File: src/design/lsu_bus_pkg.sv
`default_nettype none

package lsu_bus_pkg;

    localparam int XLEN       = 32;        // register, address and data
    localparam int STRB_WIDTH = XLEN / 8;

    // access direction seen by the protection check
    typedef enum logic [1:0] {
        ACC_READ  = 2'b01,
        ACC_WRITE = 2'b10
    } access_kind_e;

    typedef enum logic {
        BUS_READ  = 1'b0,
        BUS_WRITE = 1'b1
    } mem_op_e;

    // what writeback should do with a completion
    typedef enum logic [2:0] {
        CPL_LOAD    = 3'd0,
        CPL_AMO_OLD = 3'd1,
        CPL_SC_OK   = 3'd2,
        CPL_SC_FAIL = 3'd3
    } cpl_kind_e;

endpackage

`default_nettype wire

File: src/design/lsu_isa_pkg.sv
`default_nettype none

package lsu_isa_pkg;

    localparam int INST_WIDTH = 32;

    // field positions inside the instruction word
    localparam int OPCODE_MSB = 6;
    localparam int FUNCT3_MSB = 14;
    localparam int FUNCT3_LSB = 12;
    localparam int FUNCT5_MSB = 31;
    localparam int FUNCT5_LSB = 27;

    typedef enum logic [6:0] {
        OPC_LOAD  = 7'b0000011,
        OPC_STORE = 7'b0100011,
        OPC_AMO   = 7'b0101111
    } opcode_e;

    typedef enum logic [2:0] {
        F3_LB  = 3'b000,
        F3_LH  = 3'b001,
        F3_LW  = 3'b010,
        F3_LBU = 3'b100,
        F3_LHU = 3'b101
    } funct3_e;

    // store widths reuse the load codes
    localparam funct3_e F3_SB = F3_LB;
    localparam funct3_e F3_SH = F3_LH;
    localparam funct3_e F3_SW = F3_LW;

    typedef enum logic [4:0] {
        AMO_ADD  = 5'b00000,
        AMO_SWAP = 5'b00001,
        AMO_LR   = 5'b00010,
        AMO_SC   = 5'b00011,
        AMO_XOR  = 5'b00100,
        AMO_OR   = 5'b01000,
        AMO_AND  = 5'b01100,
        AMO_MIN  = 5'b10000,
        AMO_MAX  = 5'b10100,
        AMO_MINU = 5'b11000,
        AMO_MAXU = 5'b11100
    } amo_funct5_e;

    typedef enum logic [31:0] {
        EXC_LOAD_FAULT  = 32'd5,
        EXC_STORE_FAULT = 32'd7    // store, sc and amo
    } exc_cause_e;

endpackage

`default_nettype wire

File: src/design/lsu_top.sv
`timescale 1ns/100ps
`default_nettype none

module lsu_top #(
    parameter int num_regions = 4
) (
    input  logic                                 clk,
    input  logic                                 rst_n,
    input  logic                                 priv_m,
    // instruction side
    input  logic                                 inst_valid,
    output logic                                 inst_ready,
    input  logic [lsu_isa_pkg::INST_WIDTH-1:0]   inst,
    input  logic [lsu_bus_pkg::XLEN-1:0]         pc,
    input  logic [lsu_bus_pkg::XLEN-1:0]         rs1_val,
    input  logic [lsu_bus_pkg::XLEN-1:0]         rs2_val,
    input  logic [lsu_bus_pkg::XLEN-1:0]         imm,
    input  logic [4:0]                           rd_idx,
    input  logic                                 rd_en,
    // memory side
    output logic                                 mem_req_valid,
    input  logic                                 mem_req_ready,
    output logic [lsu_bus_pkg::XLEN-1:0]         mem_req_addr,
    output logic [lsu_bus_pkg::XLEN-1:0]         mem_req_wdata,
    output logic [lsu_bus_pkg::STRB_WIDTH-1:0]   mem_req_strb,
    output lsu_bus_pkg::mem_op_e                 mem_req_op,
    input  logic                                 mem_rsp_valid,
    input  logic [lsu_bus_pkg::XLEN-1:0]         mem_rsp_data,
    // protection region config
    input  logic                                 cfg_we,
    input  logic [$clog2(num_regions)-1:0]       cfg_idx,
    input  logic [lsu_bus_pkg::XLEN-1:0]         cfg_base,
    input  logic [lsu_bus_pkg::XLEN-1:0]         cfg_limit,
    input  logic                                 cfg_r,
    input  logic                                 cfg_w,
    // register write and exception
    output logic                                 reg_wr_en,
    output logic [4:0]                           reg_idx,
    output logic [lsu_bus_pkg::XLEN-1:0]         reg_val,
    output logic                                 exc_valid,
    output lsu_isa_pkg::exc_cause_e              exc_cause,
    output logic [lsu_bus_pkg::XLEN-1:0]         exc_pc,
    output logic [lsu_isa_pkg::INST_WIDTH-1:0]   exc_inst
);
    import lsu_isa_pkg::*;
    import lsu_bus_pkg::*;

    // sequencer <-> checker
    logic                  chk_valid;
    logic [XLEN-1:0]       chk_addr;
    access_kind_e          chk_kind;
    logic                  chk_grant;
    logic                  fault_valid;
    logic                  fault_store;

    // sequencer -> writeback
    logic                  cpl_valid;
    cpl_kind_e             cpl_kind;
    logic [XLEN-1:0]       cpl_data;
    logic [1:0]            cpl_offset;
    funct3_e               cpl_funct3;
    logic [4:0]            cpl_rd;
    logic                  cpl_rd_en;
    logic [XLEN-1:0]       op_pc;
    logic [INST_WIDTH-1:0] op_inst;

    // port names match the nets above
    pmp_checker #(
        .num_regions (num_regions)
    ) pmp_checker_i (.*);

    mem_sequencer mem_sequencer_i (.*);

    writeback_unit writeback_unit_i (.*);

endmodule

`default_nettype wire

File: src/design/mem_sequencer.sv
`timescale 1ns/100ps
`default_nettype none

module mem_sequencer (
    input  logic                                 clk,
    input  logic                                 rst_n,
    input  logic                                 inst_valid,
    output logic                                 inst_ready,
    input  logic [lsu_isa_pkg::INST_WIDTH-1:0]   inst,
    input  logic [lsu_bus_pkg::XLEN-1:0]         pc,
    input  logic [lsu_bus_pkg::XLEN-1:0]         rs1_val,
    input  logic [lsu_bus_pkg::XLEN-1:0]         rs2_val,
    input  logic [lsu_bus_pkg::XLEN-1:0]         imm,
    input  logic [4:0]                           rd_idx,
    input  logic                                 rd_en,
    output logic                                 mem_req_valid,
    input  logic                                 mem_req_ready,
    output logic [lsu_bus_pkg::XLEN-1:0]         mem_req_addr,
    output logic [lsu_bus_pkg::XLEN-1:0]         mem_req_wdata,
    output logic [lsu_bus_pkg::STRB_WIDTH-1:0]   mem_req_strb,
    output lsu_bus_pkg::mem_op_e                 mem_req_op,
    input  logic                                 mem_rsp_valid,
    input  logic [lsu_bus_pkg::XLEN-1:0]         mem_rsp_data,
    output logic                                 chk_valid,
    output logic [lsu_bus_pkg::XLEN-1:0]         chk_addr,
    output lsu_bus_pkg::access_kind_e            chk_kind,
    input  logic                                 chk_grant,
    output logic                                 cpl_valid,
    output lsu_bus_pkg::cpl_kind_e               cpl_kind,
    output logic [lsu_bus_pkg::XLEN-1:0]         cpl_data,
    output logic [1:0]                           cpl_offset,
    output lsu_isa_pkg::funct3_e                 cpl_funct3,
    output logic [4:0]                           cpl_rd,
    output logic                                 cpl_rd_en,
    output logic [lsu_bus_pkg::XLEN-1:0]         op_pc,
    output logic [lsu_isa_pkg::INST_WIDTH-1:0]   op_inst
);
    import lsu_isa_pkg::*;
    import lsu_bus_pkg::*;

    typedef enum logic [2:0] {
        ST_IDLE, ST_CHECK, ST_REQ, ST_WAIT_RSP, ST_AMO_WR, ST_SC_WR
    } state_e;

    state_e                state;
    state_e                state_nxt;
    logic [INST_WIDTH-1:0] inst_q;
    logic [XLEN-1:0]       pc_q;
    logic [XLEN-1:0]       addr_q;
    logic [XLEN-1:0]       rs2_q;
    logic [XLEN-1:0]       old_q;
    logic [XLEN-1:0]       amo_result;
    logic [XLEN-1:2]       resv_addr;
    logic                  resv_valid;
    logic [4:0]            rd_q;
    logic                  rd_en_q;
    logic [4:0]            funct5;
    logic [2:0]            funct3;
    logic                  is_load;
    logic                  is_store;
    logic                  is_amo_op;
    logic                  is_lr;
    logic                  is_sc;
    logic                  sc_match;
    logic                  req_hs;
    logic [STRB_WIDTH-1:0] size_strb;

//======================================================================
// operation capture and decode
//======================================================================

    always_ff @(posedge clk) begin
        if (inst_valid && inst_ready) begin
            inst_q  <= inst;
            pc_q    <= pc;
            addr_q  <= rs1_val + imm;
            rs2_q   <= rs2_val;
            rd_q    <= rd_idx;
            rd_en_q <= rd_en;
        end
    end

    always_ff @(posedge clk) begin
        if (state == ST_WAIT_RSP && mem_rsp_valid) begin
            old_q <= mem_rsp_data;             // amo operand and old value
        end
    end

    assign funct3    = inst_q[FUNCT3_MSB:FUNCT3_LSB];
    assign funct5    = inst_q[FUNCT5_MSB:FUNCT5_LSB];
    assign is_load   = (inst_q[OPCODE_MSB:0] == OPC_LOAD);
    assign is_store  = (inst_q[OPCODE_MSB:0] == OPC_STORE);
    assign is_amo_op = (inst_q[OPCODE_MSB:0] == OPC_AMO);
    assign is_lr     = is_amo_op && (funct5 == AMO_LR);
    assign is_sc     = is_amo_op && (funct5 == AMO_SC);

//======================================================================
// lr/sc reservation
//======================================================================

    assign sc_match = resv_valid && (resv_addr == addr_q[XLEN-1:2]);

    always_ff @(posedge clk or negedge rst_n) begin
        if (!rst_n) begin
            resv_valid <= 1'b0;
        end else if (state == ST_CHECK && is_sc) begin
            resv_valid <= 1'b0;                // any sc drops it
        end else if (state == ST_CHECK && is_lr && chk_grant) begin
            resv_valid <= 1'b1;
        end
    end

    always_ff @(posedge clk) begin
        if (state == ST_CHECK && is_lr && chk_grant) begin
            resv_addr <= addr_q[XLEN-1:2];
        end
    end

//======================================================================
// sequencing
//======================================================================

    assign req_hs = mem_req_valid && mem_req_ready;

    always_comb begin
        state_nxt = state;
        case (state)
            ST_IDLE: begin
                if (inst_valid) state_nxt = ST_CHECK;
            end
            ST_CHECK: begin
                if (!chk_grant || (is_sc && !sc_match)) state_nxt = ST_IDLE;
                else if (is_sc)   state_nxt = req_hs ? ST_IDLE : ST_SC_WR;
                else if (!req_hs) state_nxt = ST_REQ;
                else              state_nxt = is_store ? ST_IDLE : ST_WAIT_RSP;
            end
            ST_REQ: begin
                if (req_hs) state_nxt = is_store ? ST_IDLE : ST_WAIT_RSP;
            end
            ST_WAIT_RSP: begin
                if (mem_rsp_valid) state_nxt = (is_lr || !is_amo_op) ? ST_IDLE : ST_AMO_WR;
            end
            ST_AMO_WR, ST_SC_WR: begin
                if (req_hs) state_nxt = ST_IDLE;
            end
            default: state_nxt = ST_IDLE;
        endcase
    end

    always_ff @(posedge clk or negedge rst_n) begin
        if (!rst_n) begin
            state <= ST_IDLE;
        end else begin
            state <= state_nxt;
        end
    end

    assign inst_ready = (state == ST_IDLE);   // one op in flight
    assign chk_valid  = (state == ST_CHECK);
    assign chk_addr   = addr_q;
    assign chk_kind   = (is_load || is_lr) ? ACC_READ : ACC_WRITE;

//======================================================================
// memory request
//======================================================================

    // first request goes out with the check, refused ones never leave
    assign mem_req_valid = (state == ST_CHECK && chk_grant && !(is_sc && !sc_match))
                        || state == ST_REQ || state == ST_AMO_WR || state == ST_SC_WR;
    assign mem_req_addr  = {addr_q[XLEN-1:2], 2'b00};
    assign mem_req_op    = (is_store || is_sc || state == ST_AMO_WR) ? BUS_WRITE : BUS_READ;

    always_comb begin
        case (funct3)
            F3_SB, F3_LBU: size_strb = STRB_WIDTH'(4'b0001);
            F3_SH, F3_LHU: size_strb = STRB_WIDTH'(4'b0011);
            F3_SW:         size_strb = '1;
            default:       size_strb = '0;
        endcase
    end

    assign mem_req_strb  = is_amo_op ? '1 : size_strb << addr_q[1:0];
    assign mem_req_wdata = (state == ST_AMO_WR) ? amo_result
                         : is_sc ? rs2_q
                         : rs2_q << {addr_q[1:0], 3'b000};

    always_comb begin
        case (funct5)
            AMO_SWAP: amo_result = rs2_q;
            AMO_ADD:  amo_result = old_q + rs2_q;
            AMO_XOR:  amo_result = old_q ^ rs2_q;
            AMO_AND:  amo_result = old_q & rs2_q;
            AMO_OR:   amo_result = old_q | rs2_q;
            AMO_MIN:  amo_result = ($signed(rs2_q) < $signed(old_q)) ? rs2_q : old_q;
            AMO_MAX:  amo_result = ($signed(rs2_q) < $signed(old_q)) ? old_q : rs2_q;
            AMO_MINU: amo_result = (rs2_q < old_q) ? rs2_q : old_q;
            AMO_MAXU: amo_result = (rs2_q < old_q) ? old_q : rs2_q;
            default:  amo_result = rs2_q;
        endcase
    end

//======================================================================
// completion to writeback
//======================================================================

    assign cpl_valid = (state == ST_CHECK && chk_grant && is_sc && !sc_match)
                    || (state == ST_WAIT_RSP && mem_rsp_valid && (is_lr || !is_amo_op))
                    || ((state == ST_AMO_WR || is_sc) && req_hs);

    always_comb begin
        if (is_sc) begin
            cpl_kind = (sc_match || state == ST_SC_WR) ? CPL_SC_OK : CPL_SC_FAIL;
        end else if (is_amo_op) begin
            cpl_kind = CPL_AMO_OLD;            // lr shares the old word path
        end else begin
            cpl_kind = CPL_LOAD;
        end
    end

    assign cpl_data   = (state == ST_AMO_WR) ? old_q : mem_rsp_data;
    assign cpl_offset = addr_q[1:0];
    assign cpl_funct3 = funct3_e'(funct3);
    assign cpl_rd     = rd_q;
    assign cpl_rd_en  = rd_en_q;
    assign op_pc      = pc_q;
    assign op_inst    = inst_q;

endmodule

`default_nettype wire

File: src/design/pmp_checker.sv
`timescale 1ns/100ps
`default_nettype none

module pmp_checker #(
    parameter int num_regions = 4
) (
    input  logic                             clk,
    input  logic                             rst_n,
    input  logic                             priv_m,
    input  logic                             cfg_we,
    input  logic [$clog2(num_regions)-1:0]   cfg_idx,
    input  logic [lsu_bus_pkg::XLEN-1:0]     cfg_base,
    input  logic [lsu_bus_pkg::XLEN-1:0]     cfg_limit,
    input  logic                             cfg_r,
    input  logic                             cfg_w,
    input  logic                             chk_valid,
    input  logic [lsu_bus_pkg::XLEN-1:0]     chk_addr,
    input  lsu_bus_pkg::access_kind_e        chk_kind,
    output logic                             chk_grant,
    output logic                             fault_valid,
    output logic                             fault_store
);
    import lsu_bus_pkg::*;

    logic [XLEN-1:0]        region_base  [num_regions];
    logic [XLEN-1:0]        region_limit [num_regions];
    logic [num_regions-1:0] region_r;
    logic [num_regions-1:0] region_w;
    logic [num_regions-1:0] region_en;
    logic [num_regions-1:0] region_hit;
    logic                   need_write;

//======================================================================
// region configuration
//======================================================================

    always_ff @(posedge clk or negedge rst_n) begin
        if (!rst_n) begin
            region_en <= '0;                    // all regions off
        end else if (cfg_we) begin
            region_en[cfg_idx] <= 1'b1;
        end
    end

    always_ff @(posedge clk) begin
        if (cfg_we) begin
            region_base[cfg_idx]  <= cfg_base;
            region_limit[cfg_idx] <= cfg_limit; // inclusive upper bound
            region_r[cfg_idx]     <= cfg_r;
            region_w[cfg_idx]     <= cfg_w;
        end
    end

//======================================================================
// permission check
//======================================================================

    assign need_write = (chk_kind == ACC_WRITE);

    // every region compared in parallel
    always_comb begin
        for (int i = 0; i < num_regions; i++) begin
            region_hit[i] = region_en[i]
                && (chk_addr >= region_base[i]) && (chk_addr <= region_limit[i])
                && (((chk_kind == ACC_READ) && region_r[i])
                    || ((chk_kind == ACC_WRITE) && region_w[i]));
        end
    end

    assign chk_grant = priv_m || (|region_hit);   // machine mode bypasses regions

    // one-cycle fault report, a cycle after the refused check
    always_ff @(posedge clk or negedge rst_n) begin
        if (!rst_n) begin
            fault_valid <= 1'b0;
        end else begin
            fault_valid <= chk_valid && !chk_grant;
        end
    end

    always_ff @(posedge clk) begin
        if (chk_valid) begin
            fault_store <= need_write;
        end
    end

endmodule

`default_nettype wire

File: src/design/writeback_unit.sv
`timescale 1ns/100ps
`default_nettype none

module writeback_unit (
    input  logic                                 clk,
    input  logic                                 rst_n,
    input  logic                                 cpl_valid,
    input  lsu_bus_pkg::cpl_kind_e               cpl_kind,
    input  logic [lsu_bus_pkg::XLEN-1:0]         cpl_data,
    input  logic [1:0]                           cpl_offset,
    input  lsu_isa_pkg::funct3_e                 cpl_funct3,
    input  logic [4:0]                           cpl_rd,
    input  logic                                 cpl_rd_en,
    input  logic [lsu_bus_pkg::XLEN-1:0]         op_pc,
    input  logic [lsu_isa_pkg::INST_WIDTH-1:0]   op_inst,
    input  logic                                 fault_valid,
    input  logic                                 fault_store,
    output logic                                 reg_wr_en,
    output logic [4:0]                           reg_idx,
    output logic [lsu_bus_pkg::XLEN-1:0]         reg_val,
    output logic                                 exc_valid,
    output lsu_isa_pkg::exc_cause_e              exc_cause,
    output logic [lsu_bus_pkg::XLEN-1:0]         exc_pc,
    output logic [lsu_isa_pkg::INST_WIDTH-1:0]   exc_inst
);
    import lsu_isa_pkg::*;
    import lsu_bus_pkg::*;

    logic [XLEN-1:0] shifted;
    logic [XLEN-1:0] result;

    assign shifted = cpl_data >> {cpl_offset, 3'b000};   // addressed byte to bit 0

    always_comb begin
        case (cpl_kind)
            CPL_LOAD: begin
                case (cpl_funct3)
                    F3_LB:   result = {{(XLEN-8){shifted[7]}}, shifted[7:0]};
                    F3_LBU:  result = {{(XLEN-8){1'b0}}, shifted[7:0]};
                    F3_LH:   result = {{(XLEN-16){shifted[15]}}, shifted[15:0]};
                    F3_LHU:  result = {{(XLEN-16){1'b0}}, shifted[15:0]};
                    default: result = shifted;
                endcase
            end
            CPL_AMO_OLD: result = cpl_data;
            CPL_SC_OK:   result = '0;
            CPL_SC_FAIL: result = XLEN'(1);
            default:     result = cpl_data;
        endcase
    end

    always_ff @(posedge clk or negedge rst_n) begin
        if (!rst_n) begin
            reg_wr_en <= 1'b0;
        end else begin
            reg_wr_en <= cpl_valid && cpl_rd_en;
        end
    end

    always_ff @(posedge clk) begin
        if (cpl_valid) begin
            reg_idx <= cpl_rd;
            reg_val <= result;
        end
    end

    // fault pulse is already registered, op_pc/op_inst still hold the op
    assign exc_valid = fault_valid;
    assign exc_cause = fault_store ? EXC_STORE_FAULT : EXC_LOAD_FAULT;
    assign exc_pc    = op_pc;
    assign exc_inst  = op_inst;

endmodule

`default_nettype wire

File: config.mk
export PLATFORM = sky130hd
export DESIGN_NAME = lsu_top
export DESIGN_NICKNAME = d
export VERILOG_FILES = /design/src/design/lsu_bus_pkg.sv /design/src/design/lsu_isa_pkg.sv /design/src/design/lsu_top.sv /design/src/design/mem_sequencer.sv /design/src/design/pmp_checker.sv /design/src/design/writeback_unit.sv
export SDC_FILE = /design/constraint.sdc
export NUM_CORES = 1
export LEC_CHECK = 0
export BUFFER_PORTS_ARGS = -buffer_cell sky130_fd_sc_hd__buf_2
export CORE_UTILIZATION = 40
export DETAILED_ROUTE_END_ITERATION = 12
export PLACE_DENSITY_LB_ADDON = 0.2
export SLEW_MARGIN = 20
export SYNTH_ARGS = -nofsm -noshare
export SYNTH_HDL_FRONTEND = slang
export SYNTH_SLANG_ARGS = --single-unit
File: constraint.sdc
create_clock -name clk -period 6 [get_ports clk]
set_input_delay 0.6 -clock clk [delete_from_list [all_inputs] [get_ports clk]]
set_output_delay 0.6 -clock clk [all_outputs]
set_load 0.01 [all_outputs]
==> results of run 1 <==
what timing repair did:
action / 4_1_cts / 5_1_grt
buffers inserted: 0 / 0
hold buffers: 1 / 0
endpoints found under the hold margin: 10 / 0
resized for setup: 0 / 0
cells by family (layout without fill, tap and decap cells):
kind of cell,count (synthesis),count (layout),share of synthesized area
AOI/OAI and AO/OA,708,708,0.150
xor gates and xnor gates,81,81,0.0229
adders and majority gates,385,385,0.156
buffers and inverters,492,942,0.0683
DFF,508,508,0.491
muxes,42,42,0.0142
other,2,35,0.000242
and+or+nand+nor,639,639,0.0976
per-stage QoR:
stage	std cells	power (mW)	instance area, um^2	util	worst slack, ps
global route	4370	12.3	36100	0.473	197
CTS	4368	11.8	36100	0.473	456
finish	4370	11.7	36100	0.473	342
global placement	4261	8.15	34200	0.448	1200
detailed placement	4262	8.17	34200	0.448	1130
floorplan	2888	6.87	31100	-	1440
per-layer routing:
layer	global-route usage	share of wire	up-vias
met2	0.432	0.49	975
met1	0.307	0.40	11500
met3	0.0378	0.068	223
li1	-	-	11300
met5	0	0.00092	-
met4	0.106	0.045	14
layout make-up:
type                            instances  area (um^2)
Sequential cell                       508        15200
Multi-Input combinational cell       1888        13800
Fill cell                            7223        40200
Antenna cell                            2         5.00
Inverter                              349         1310
Tap cell                             1030         1290
Timing Repair Buffer                  488         2580
Clock inverter                         41          414
Clock buffer                           64         1470
registers in the layout, summed over array words and instances, names as in the netlist:
register                    flops
pmp_checker_i.region_en         4
mem_sequencer_i.cpl_rd_en       1
pmp_checker_i.fault_store       1
mem_sequencer_i.state           3
mem_sequencer_i.cpl_rd          5
writeback_unit_i.reg_wr_en      1
pmp_checker_i.region_w          4
mem_sequencer_i.old_q          32
mem_sequencer_i.resv_valid      1
mem_sequencer_i.op_inst        32
mem_sequencer_i.resv_addr      30
mem_sequencer_i.rs2_q          32
pmp_checker_i.region_limit    128
pmp_checker_i.region_base     128
writeback_unit_i.reg_idx        5
mem_sequencer_i.chk_addr       32
pmp_checker_i.fault_valid       1
pmp_checker_i.region_r          4
mem_sequencer_i.op_pc          32
writeback_unit_i.reg_val       32
worst max-delay path by stage:
stage / endpoint / cells after the start
6_report: mem_req_wdata[30] / 13
5_1_grt: mem_req_wdata[23] / 14
4_1_cts: mem_req_wdata[31] / 12
3_5_place_dp: mem_req_wdata[31] / 12
3_3_place_gp: mem_req_wdata[23] / 14
2_1_floorplan: mem_sequencer_i.chk_addr[0]$_DFFE_PP_ / 3
power by group:
| part | switching [mW] | total (mW) | internal, mW |
|---|---|---|---|
| Clock | 1.50 | 3.57 | 2.06 |
| Sequential | 0.394 | 4.77 | 4.37 |
| Combinational | 2.14 | 3.37 | 1.23 |
cells in the mapped netlist (17+ instances only):
| library cell | count |
|---|---|
| a211oi_1 | 28 |
| a21o_1 | 57 |
| a21oi_1 | 189 |
| a221oi_1 | 26 |
| a31oi_1 | 28 |
| buf_4 | 64 |
| clkbuf_1 | 60 |
| edfxtp_1 | 498 |
| ha_1 | 383 |
| inv_1 | 348 |
| mux2i_1 | 35 |
| nand2_1 | 218 |
| nand3_1 | 62 |
| nand4_1 | 55 |
| nor2_1 | 135 |
| nor2b_1 | 27 |
| nor3_1 | 47 |
| nor4_1 | 17 |
| o211ai_1 | 37 |
| o21a_1 | 17 |
| o21ai_0 | 128 |
| o22ai_1 | 51 |
| xnor2_1 | 58 |
| xor2_1 | 23 |
==> summary.txt, run 1 <==
Setup path
  • Crit. Startpoint: mem_sequencer_i.old_q[0]$_DFFE_PP_
  • CP endpoint kind: output pin
  • RR Endpoint: writeback_unit_i.reg_val[9]$_DFFE_PN_
  • CP max FO: 5
  • Worst Path Required: between 5000 and 6000 ps
  • Setup crit start kind: flip-flop
  • Dominant cell type by count on the critical path: a211oi_1
  • Crit path max-delay family: compound AO/OA/AOI/OAI gates
  • Type of the worst setup path: flip-flop to output pin
  • R2R Setup Slk: 1420 ps
  • Slowest CP cell: a221oi_1
  • Crit path largest cell delay: about 770 ps
  • Buffers & Inverters on Critical Path: 1
  • CP cell instances: ha_1, fa_1, a211oi_1, o21ai_0, a21o_1, a221oi_1, o211ai_1, nand3_1, mux2_2, a211oi_1, a21oi_1, a2bb2oi_1, buf_2
  • Reg-to-reg startpoint: mem_sequencer_i.chk_addr[13]$_DFFE_PP_
  • Worst r2r path cells: 12
  • Critical Path AT: 5060 ps

Floorplanning
  • CORE AREA: roughly 0.076 mm^2
  • Die width: 280 um
  • Num rows: just over 100
  • Initial Util: 0.406
  • Die area: a little under 0.08 mm^2
  • Die Height: between 200 and 300 um
  • I/O pin count: 479

Route
  • Mean number of vias per cell: roughly 5.5
  • DRT Pass-1 Iters: 8
  • Drt total wl: about 100000 um
  • DRC violations left: 0
  • Vias: roughly 24000
  • DR WL/cell: roughly 23 um
  • Initial DRC Count: between 1500 and 2000
  • Routed Antenna Nets: 0

Outcome
  • Status: finished, final reports clean

Place
  • DP HPWL: 75000 um
  • Routability cong.: approximately 0.97
  • Port Buf Inserts: roughly 450

Global routing
  • Number of global-route vias before repair: 23200
  • Largest net degree at the start of global routing: 82
  • First-pass GRT wire length: around 150000 um
  • All-layer global routing usage: 0.249
  • Gr ovfl total: 0
  • Antenna violations before repair: 15

Synth
  • Yosys top cell by area: edfxtp_1
  • Post-synth EDFFs: approximately 500
  • Ys async rst share: 0.0197
  • Synthesized area: roughly 0.031 mm^2
  • Share of the synthesized area in the top cell type: 0.483
  • Seq cells post-synth: ~500
  • YS warnings: 0
  • Synthesized area per cell: around 11 um^2
  • Mapped Cells: 2857
  • Seq/Total Area, Yosys: 0.491
  • Ys flop type: edfxtp_1
  • Synth cell types: 82
  • Synth top area cells: edfxtp_1, ha_1, inv_1

Worst hold path
  • Hold EP: mem_sequencer_i.op_inst[13]$_DFFE_PP_
  • Hold path depth: 1
  • Tightest Hold Check Type: input port to flip-flop
  • Hold_sp: inst[13]

Clock tree
  • Clock Root Buffer: clkbuf_16
  • Clock tree buffer depth: 3
  • Worst-Skew Late Latency: between 600 and 700 ps
  • CTS tree: built
  • CTS H-tree lvls: 2
  • Clk slew on worst S/H paths: approximately 60 ps
  • CTS Buf Count: 57
  • Clk sinks: just over 500

Layout
  • Nets@finish: 3950
  • Commonest non-fill, non-tap cell in the layout: edfxtp_1
  • Area grow syn2layout: 16.6%
  • Share of post-route cells with drive strength above 1: 0.186
  • Commonest non-fill, non-tap cells in the layout: edfxtp_1, buf_2, ha_1

STA
  • RSZ-0062 raised after global routing: false
  • Period minus WS final: around 5700 ps
  • Period utilisation layout: 0.943
  • TNS Setup: 0 ps
  • # setup viols final: 0
  • Worst Hold Slack: ~150 ps
  • Slew @ Worst Pin: roughly 1100 ps
  • Slew Viols, Final: 0
  • Post-route clock skew: 19.9 ps
  • Final hold vios: 0
  • F_max: roughly 0.18 GHz
  • Slew margin rel.: 0.235

Power
  • Pwr Density: approximately 320 mW/mm^2
  • Peak VDD IR: approximately 260 uV
  • Leak: around 16 nW

Job
  • Max-cap viol count: 0
(Power assumes the default switching activity.)
==> inputs of run 2 (changes only) <==
--- a/config.mk
+++ b/config.mk
@@ -6,10 +6,11 @@
 export NUM_CORES = 1
 export LEC_CHECK = 0
 export BUFFER_PORTS_ARGS = -buffer_cell sky130_fd_sc_hd__buf_2
-export CORE_UTILIZATION = 40
+export CORE_UTILIZATION = 50
 export DETAILED_ROUTE_END_ITERATION = 12
 export PLACE_DENSITY_LB_ADDON = 0.2
 export SLEW_MARGIN = 20
 export SYNTH_ARGS = -nofsm -noshare
 export SYNTH_HDL_FRONTEND = slang
+export SYNTH_HIERARCHICAL = 1
 export SYNTH_SLANG_ARGS = --single-unit
==> run 2 against run 1 <==
Effect of this change:
- worst hold slack worse by 15 ps
- setup slack got worse by 110 ps
- maximum frequency is 2.0% lower
- clock skew rose by 3.8 ps
- critical path depth unchanged
- wire length shrank 1.4%
- global-route usage up 5.3 points
- final area shrank 0.91%
- flip-flop and latch count stayed put
- synthesized cell count is 0.56% higher
- area after synthesis grew 1.4%
- largest cell class unchanged
- largest power group unchanged
==> summary.txt, run 2 <==
Clock tree
  • Clk slew on worst S/H paths: around 60 ps
  • Clock Root Buffer: clkbuf_16
  • Worst-Skew Late Latency: 640 ps
  • Clock tree buffer depth: 3
  • CTS tree: built
  • Cts repair resizes: 0
  • CTS Buf Count: 57
  • Clk sinks: a little over 500
  • CTS H-tree lvls: 2

Synth
  • Ys async rst share: 0.0197
  • Synth cell types: 93
  • Post-synth EDFFs: roughly 500
  • Count leader, synth: edfxtp_1
  • Ys flop type: edfxtp_1
  • Synth top area cells: edfxtp_1, ha_1, inv_1
  • Seq/Total Area, Yosys: 0.484
  • Seq cells post-synth: between 500 and 600
  • YS warnings: 6
  • Top post-synthesis cells by count: edfxtp_1, ha_1, inv_1
  • Mapped Cells: around 2900
  • Synthesized area per cell: approximately 11 um^2
  • Share of the synthesized area in the top cell type: 0.476
  • Yosys top cell by area: edfxtp_1
  • Synthesized area: between 0.03 and 0.04 mm^2

STA
  • F_max: approximately 0.17 GHz
  • Worst setup margin: 228 ps
  • Post-route clock skew: 23.7 ps
  • RSZ-0062 raised after global routing: false
  • Slew margin rel.: 0.215
  • Slew @ Worst Pin: approximately 1200 ps
  • Slew Viols, Final: 0
  • # setup viols final: 0
  • Period utilisation layout: 0.962
  • Final hold vios: 0
  • TNS Setup: 0 ps
  • Period minus WS final: 5770 ps

Layout
  • Util after Layout: 0.578
  • Largest registers: pmp_checker_i/region_base (128), pmp_checker_i/region_limit (128)
  • Share of post-route cells with drive strength above 1: 0.194
  • Commonest non-fill, non-tap cell in the layout: edfxtp_1
  • Final Cell Area: between 0.03 and 0.04 mm^2
  • Nets@finish: about 4000
  • Area grow syn2layout: 13.9%
  • Commonest non-fill, non-tap cells in the layout: edfxtp_1, buf_2, ha_1

Floorplanning
  • Num rows: 91
  • Die area: ~0.064 mm^2
  • Die Height: approximately 250 um
  • Initial Util: 0.508
  • Die width: 253 um
  • I/O pin count: 479
  • CORE AREA: just over 0.06 mm^2

Setup path
  • Setup crit start kind: flip-flop
  • CP endpoint kind: output pin
  • CP max FO: 26
  • Critical Path AT: around 5200 ps
  • Dominant cell type by count on the critical path: a211oi_1
  • Worst r2r path cells: 19
  • R2R Setup Slk: between 700 and 800 ps
  • Worst Path Required: about 5400 ps
  • Type of the worst setup path: flip-flop to output pin
  • Crit path largest cell delay: 580 ps
  • Slowest CP cell: a211oi_1
  • Reg-to-reg startpoint: mem_sequencer_i/op_inst[30]$_DFFE_PP_
  • CP cell instances: inv_1, ha_1, nor4_1, nand3b_1, a211oi_1, a21oi_1, a31oi_1, a211oi_4, xnor3_2, and2_4, a221oi_2, a211oi_1, buf_2
  • RR Endpoint: writeback_unit_i/reg_val[3]$_DFFE_PP_

Route
  • DRC violations left: 0
  • Met2 WL: 47900 um
  • Vias: between 20000 and 25000
  • DR WL/cell: 24.0 um
  • Routed Antenna Nets: 0
  • Mean number of vias per cell: between 5 and 6
  • Met3 wire len: ~7000 um
  • DRT Pass-1 Iters: 6
  • Drt total wl: just under 100000 um
  • Metal1 wirelength: 39000 um
  • Initial DRC Count: roughly 2100
  • Top layer in use: met5

Worst hold path
  • Hold_sp: inst[19]
  • Hold EP: mem_sequencer_i/op_inst[19]$_DFFE_PP_
  • Tightest Hold Check Type: input port to flip-flop
  • Hold path depth: 1

Power
  • Clock network power share: 0.310
  • Peak VDD IR: 278 uV
  • Logic pwr share: 0.283
  • Flop pwr share: 0.408
  • Pwr Density: ~330 mW/mm^2
  • Pint: slightly below 8 mW
  • Power Total: 11.7 mW
  • Switching share of power: 0.340
  • Leak: between 15 and 20 nW
  • P_sw: around 4 mW

Place
  • Post-DP Area: ~0.034 mm^2
  • DP HPWL: roughly 74000 um
  • Routability cong.: a little under 1
  • Port Buf Inserts: ~450
  • Place WS: around 690 ps

Global routing
  • All-layer global routing usage: 0.303
  • Gr ovfl total: 0
  • Number of global-route vias before repair: about 24000
  • Largest net degree at the start of global routing: between 60 and 70
  • First-pass GRT wire length: ~140000 um
  • Antenna violations before repair: 12

Outcome
  • Status: finished, final reports clean

Job
  • Max-cap viol count: 0
run 2: cell type report:
type	instances	area, um^2
Fill cell	5357	26100
Inverter	356	1340
Clock inverter	36	440
Multi-Input combinational cell	1817	13600
Sequential cell	508	15200
Timing Repair Buffer	495	2620
Tap cell	837	1050
Antenna cell	6	15.0
Clock buffer	67	1490
run 2: kinds of logic after synthesis:
family	count (synthesis)	synth area share
flip-flops	508	0.484
AND/OR/NAND/NOR	566	0.0904
XOR/XNOR	81	0.0239
buffers and inverters	579	0.0874
adder cells (fa/ha/maj)	385	0.154
AO/OA/AOI/OAI	727	0.150
multiplexers	24	0.0108
other	3	0.000358
run 2: what timing repair did:
| action | in CTS | in global routing |
|---|---|---|
| hold buffers | 1 | 0 |
| buffers inserted | 0 | 0 |
| endpoints found under the hold margin | 10 | 0 |
run 2: how the worst max path moves through the flow:
stage | start | to | slack [ps] | depth (start not counted)
global route | mem_sequencer_i/op_inst[30]$_DFFE_PP_ | mem_req_valid | 90 | 17
finish | mem_sequencer_i/rs2_q[14]$_DFFE_PP_ | mem_req_wdata[6] | 230 | 13
global placement | mem_sequencer_i/op_inst[30]$_DFFE_PP_ | writeback_unit_i/reg_val[5]$_DFFE_PP_ | 880 | 19
CTS | mem_sequencer_i/rs2_q[14]$_DFFE_PP_ | mem_req_wdata[6] | 340 | 13
floorplan | mem_sequencer_i/op_inst[29]$_DFFE_PP_ | mem_sequencer_i/resv_addr[10]$_DFFE_PP_ | 170 | 17
detailed placement | mem_sequencer_i/op_inst[30]$_DFFE_PP_ | writeback_unit_i/reg_val[3]$_DFFE_PP_ | 690 | 19
run 2: critical path: cells and delay by family, from the launching register on:
family,cells,cell delay [ps]
xor gates and xnor gates,1,480
AOI/OAI and AO/OA,6,1550
buffers and inverters,2,360
DFF,1,490
adders and majority gates,1,420
and+or+nand+nor,3,1220
run 2: per-layer routing:
metal | track usage | vias to the layer above
met5 | 0 | -
met1 | 0.376 | 11700
met2 | 0.512 | 1017
met4 | 0.148 | 10
met3 | 0.0491 | 203
li1 | - | 11100
run 2: power groups by stage:
stage	Combinational, mW	Clock, mW	Sequential [mW]
after floorplan	2.23	0	4.71
after global placement	3.17	0	4.83
after detailed placement	3.24	0	4.84
after CTS	3.26	3.69	4.77
after global routing	3.60	3.81	4.81
final	3.31	3.63	4.77
run 2: per-stage QoR:
step	hold slack, ps	instances
2_1_floorplan	304	2904
3_3_place_gp	402	4012
3_5_place_dp	405	4012
4_1_cts	103	4116
5_1_grt	110	4118
6_report	138	4122
==> inputs of run 3 (changes only) <==
--- a/config.mk
+++ b/config.mk
@@ -12,5 +12,4 @@
 export SLEW_MARGIN = 20
 export SYNTH_ARGS = -nofsm -noshare
 export SYNTH_HDL_FRONTEND = slang
-export SYNTH_HIERARCHICAL = 1
 export SYNTH_SLANG_ARGS = --single-unit
==> run 3 against run 2 <==
Effect of this change:
- sequential power barely moved
- core utilization rose by 1.3 points
- clock skew rose by 36 ps
- final area rose by 0.44%
- sequential share of layout area fell by 0.19 points
- first-iteration DRC count rose by 15%
- maximum frequency fell by 0.48%
- die area fell by 1.4%
- global-route usage rose by 2.3 points
- worst hold slack got worse by 11 ps
- via count rose by 2.1%
==> summary.txt, run 3 (same netlist as run 1, synthesis figures left out) <==
STA
  • Worst setup margin: 200 ps
  • Slew Viols, Final: 0
  • F_max: about 0.17 GHz
  • # setup viols final: 0
  • Post-route clock skew: around 60 ps
  • TNS Setup: 0 ps
  • Period utilisation layout: 0.967
  • Slew margin rel.: 0.299
  • Final hold vios: 0
  • Period minus WS final: 5800 ps
  • Worst Hold Slack: roughly 130 ps
  • RSZ-0062 raised after global routing: false
  • Slew @ Worst Pin: about 1000 ps

Route
  • Routed Antenna Nets: 0
  • Initial DRC Count: 2400
  • DRC violations left: 0
  • Drt total wl: 104000 um
  • Vias: approximately 25000
  • Mean number of vias per cell: between 5 and 6
  • DRT Pass-1 Iters: 6
  • DR WL/cell: ~25 um

Global routing
  • Antenna violations before repair: 13
  • Global-route met3 utilization: 0.0496
  • All-layer global routing usage: 0.326
  • Top Usage Layer GRT: met2
  • Number of global-route vias before repair: 24100
  • Largest net degree at the start of global routing: 67
  • Met2 Usage GRT: 0.563
  • Met1 Use GR: 0.399
  • Gr ovfl total: 0
  • First-pass GRT wire length: around 150000 um

Setup path
  • CP endpoint kind: output pin
  • Dominant cell type by count on the critical path: a211oi_1
  • Critical Path AT: 5200 ps
  • Slowest CP cell: a221oi_1
  • Type of the worst setup path: flip-flop to output pin
  • CP cell instances: ha_1, fa_1, a211oi_1, o21ai_0, a21o_1, a221oi_1, buf_4, o211ai_1, nand3_1, mux2_2, a211oi_1, a21oi_1, a2bb2oi_1, buf_2
  • CP max FO: 5
  • Crit path largest cell delay: around 570 ps
  • Crit path max-delay family: compound AO/OA/AOI/OAI gates
  • Buffers & Inverters on Critical Path: 2
  • Setup crit start kind: flip-flop
  • Worst Path Required: about 5400 ps

Outcome
  • Status: finished, final reports clean

Layout
  • Util after Layout: 0.591
  • Largest registers: pmp_checker_i.region_base (128), pmp_checker_i.region_limit (128)
  • Layout Cells excl Fill: around 4100
  • Commonest non-fill, non-tap cell in the layout: edfxtp_1
  • Share of post-route cells with drive strength above 1: 0.191
  • Commonest non-fill, non-tap cells in the layout: edfxtp_1, buf_2, ha_1
  • Nets@finish: just under 4000
  • Area grow syn2layout: 16.0%

Floorplanning
  • Die area: roughly 0.063 mm^2
  • Initial Util: 0.510
  • Die Height: 251 um
  • CORE AREA: ~0.061 mm^2
  • I/O pin count: 479
  • Die width: around 250 um
  • Num rows: 90

Place
  • Place WS: approximately 880 ps
  • Cell Count Post-Placement: ~4000
  • Port Buf Inserts: approximately 450
  • DP HPWL: just under 80000 um
  • Routability cong.: 0.995

Clock tree
  • Clk sinks: roughly 500
  • CTS Buf Count: between 50 and 60
  • Clk slew on worst S/H paths: roughly 60 ps
  • Cts repair resizes: 0
  • Worst-Skew Late Latency: roughly 640 ps
  • Clock tree buffer depth: 3
  • # hold bufs at CTS: 1
  • CTS tree: built
  • CTS H-tree lvls: 2
  • Clock Root Buffer: clkbuf_16
  • Post-CTS setup buffers: 0

Power
  • Pwr Density: 331 mW/mm^2
  • Peak VDD IR: roughly 290 uV
  • Leak: around 16 nW

Job
  • Max-cap viol count: 0

Worst hold path
  • Tightest Hold Check Type: input port to flip-flop
-- run 3: changes by cell type in the layout (fill, tap and decap cells not counted), sizes merged, moves of 19 or more --
cell / before / now
mux2i: 16 / 35
nor3: 29 / 49
nand2: 176 / 218
nor2: 109 / 135
o22ai: 10 / 51
o21ai: 177 / 135
a21oi: 226 / 189
-- run 3: area by class of cell --
type,instances,area [um^2]
fillers,5078,24900
flip-flops and latches,508,15200
multi-input cells,1888,13800
repair buffers,501,2650
clock buffers,63,1450
inverters,349,1310
well taps,782,978
clock inverters,41,495
diodes,7,17.5
-- run 3: routing by layer --
metal / wire (um) / vias up
met2: 51300 / 1116
met3: 7450 / 220
met1: 40200 / 11900
met4: 5180 / 10
met5: 67 / -
li1: - / 11300
-- run 3: stage by stage --
stage	instance area, um^2	power, mW
floorplan	31100	6.87
detailed placement	34000	8.26
CTS	35900	11.9
global placement	34000	8.18
finish	36000	11.9
global route	36000	12.4
-- run 3: worst paths after layout --
path	start	endpoint	slack [ps]	cells after the start
min	pc[15]	mem_sequencer_i.op_pc[15]$_DFFE_PP_	130	1
min reg2reg	mem_sequencer_i.cpl_rd[2]$_DFFE_PP_	writeback_unit_i.reg_idx[2]$_DFFE_PN_	420	0
max	mem_sequencer_i.old_q[0]$_DFFE_PP_	mem_req_wdata[30]	200	14
min in group asynchronous	rst_n	pmp_checker_i.region_en[1]$_DFFE_PN0P_	520	2
max reg2reg	mem_sequencer_i.chk_addr[15]$_DFFE_PP_	writeback_unit_i.reg_idx[4]$_DFFE_PN_	1380	13
max in group asynchronous	rst_n	mem_sequencer_i.state[1]$_DFFE_PN0P_	5240	2
-- run 3: power by group --
part	internal (mW)	leakage [nW]	switching, mW	total (mW)
sequential	4.37	4.69	0.374	4.75
combinational	1.25	10.0	2.26	3.52
clock	2.14	0.954	1.51	3.65
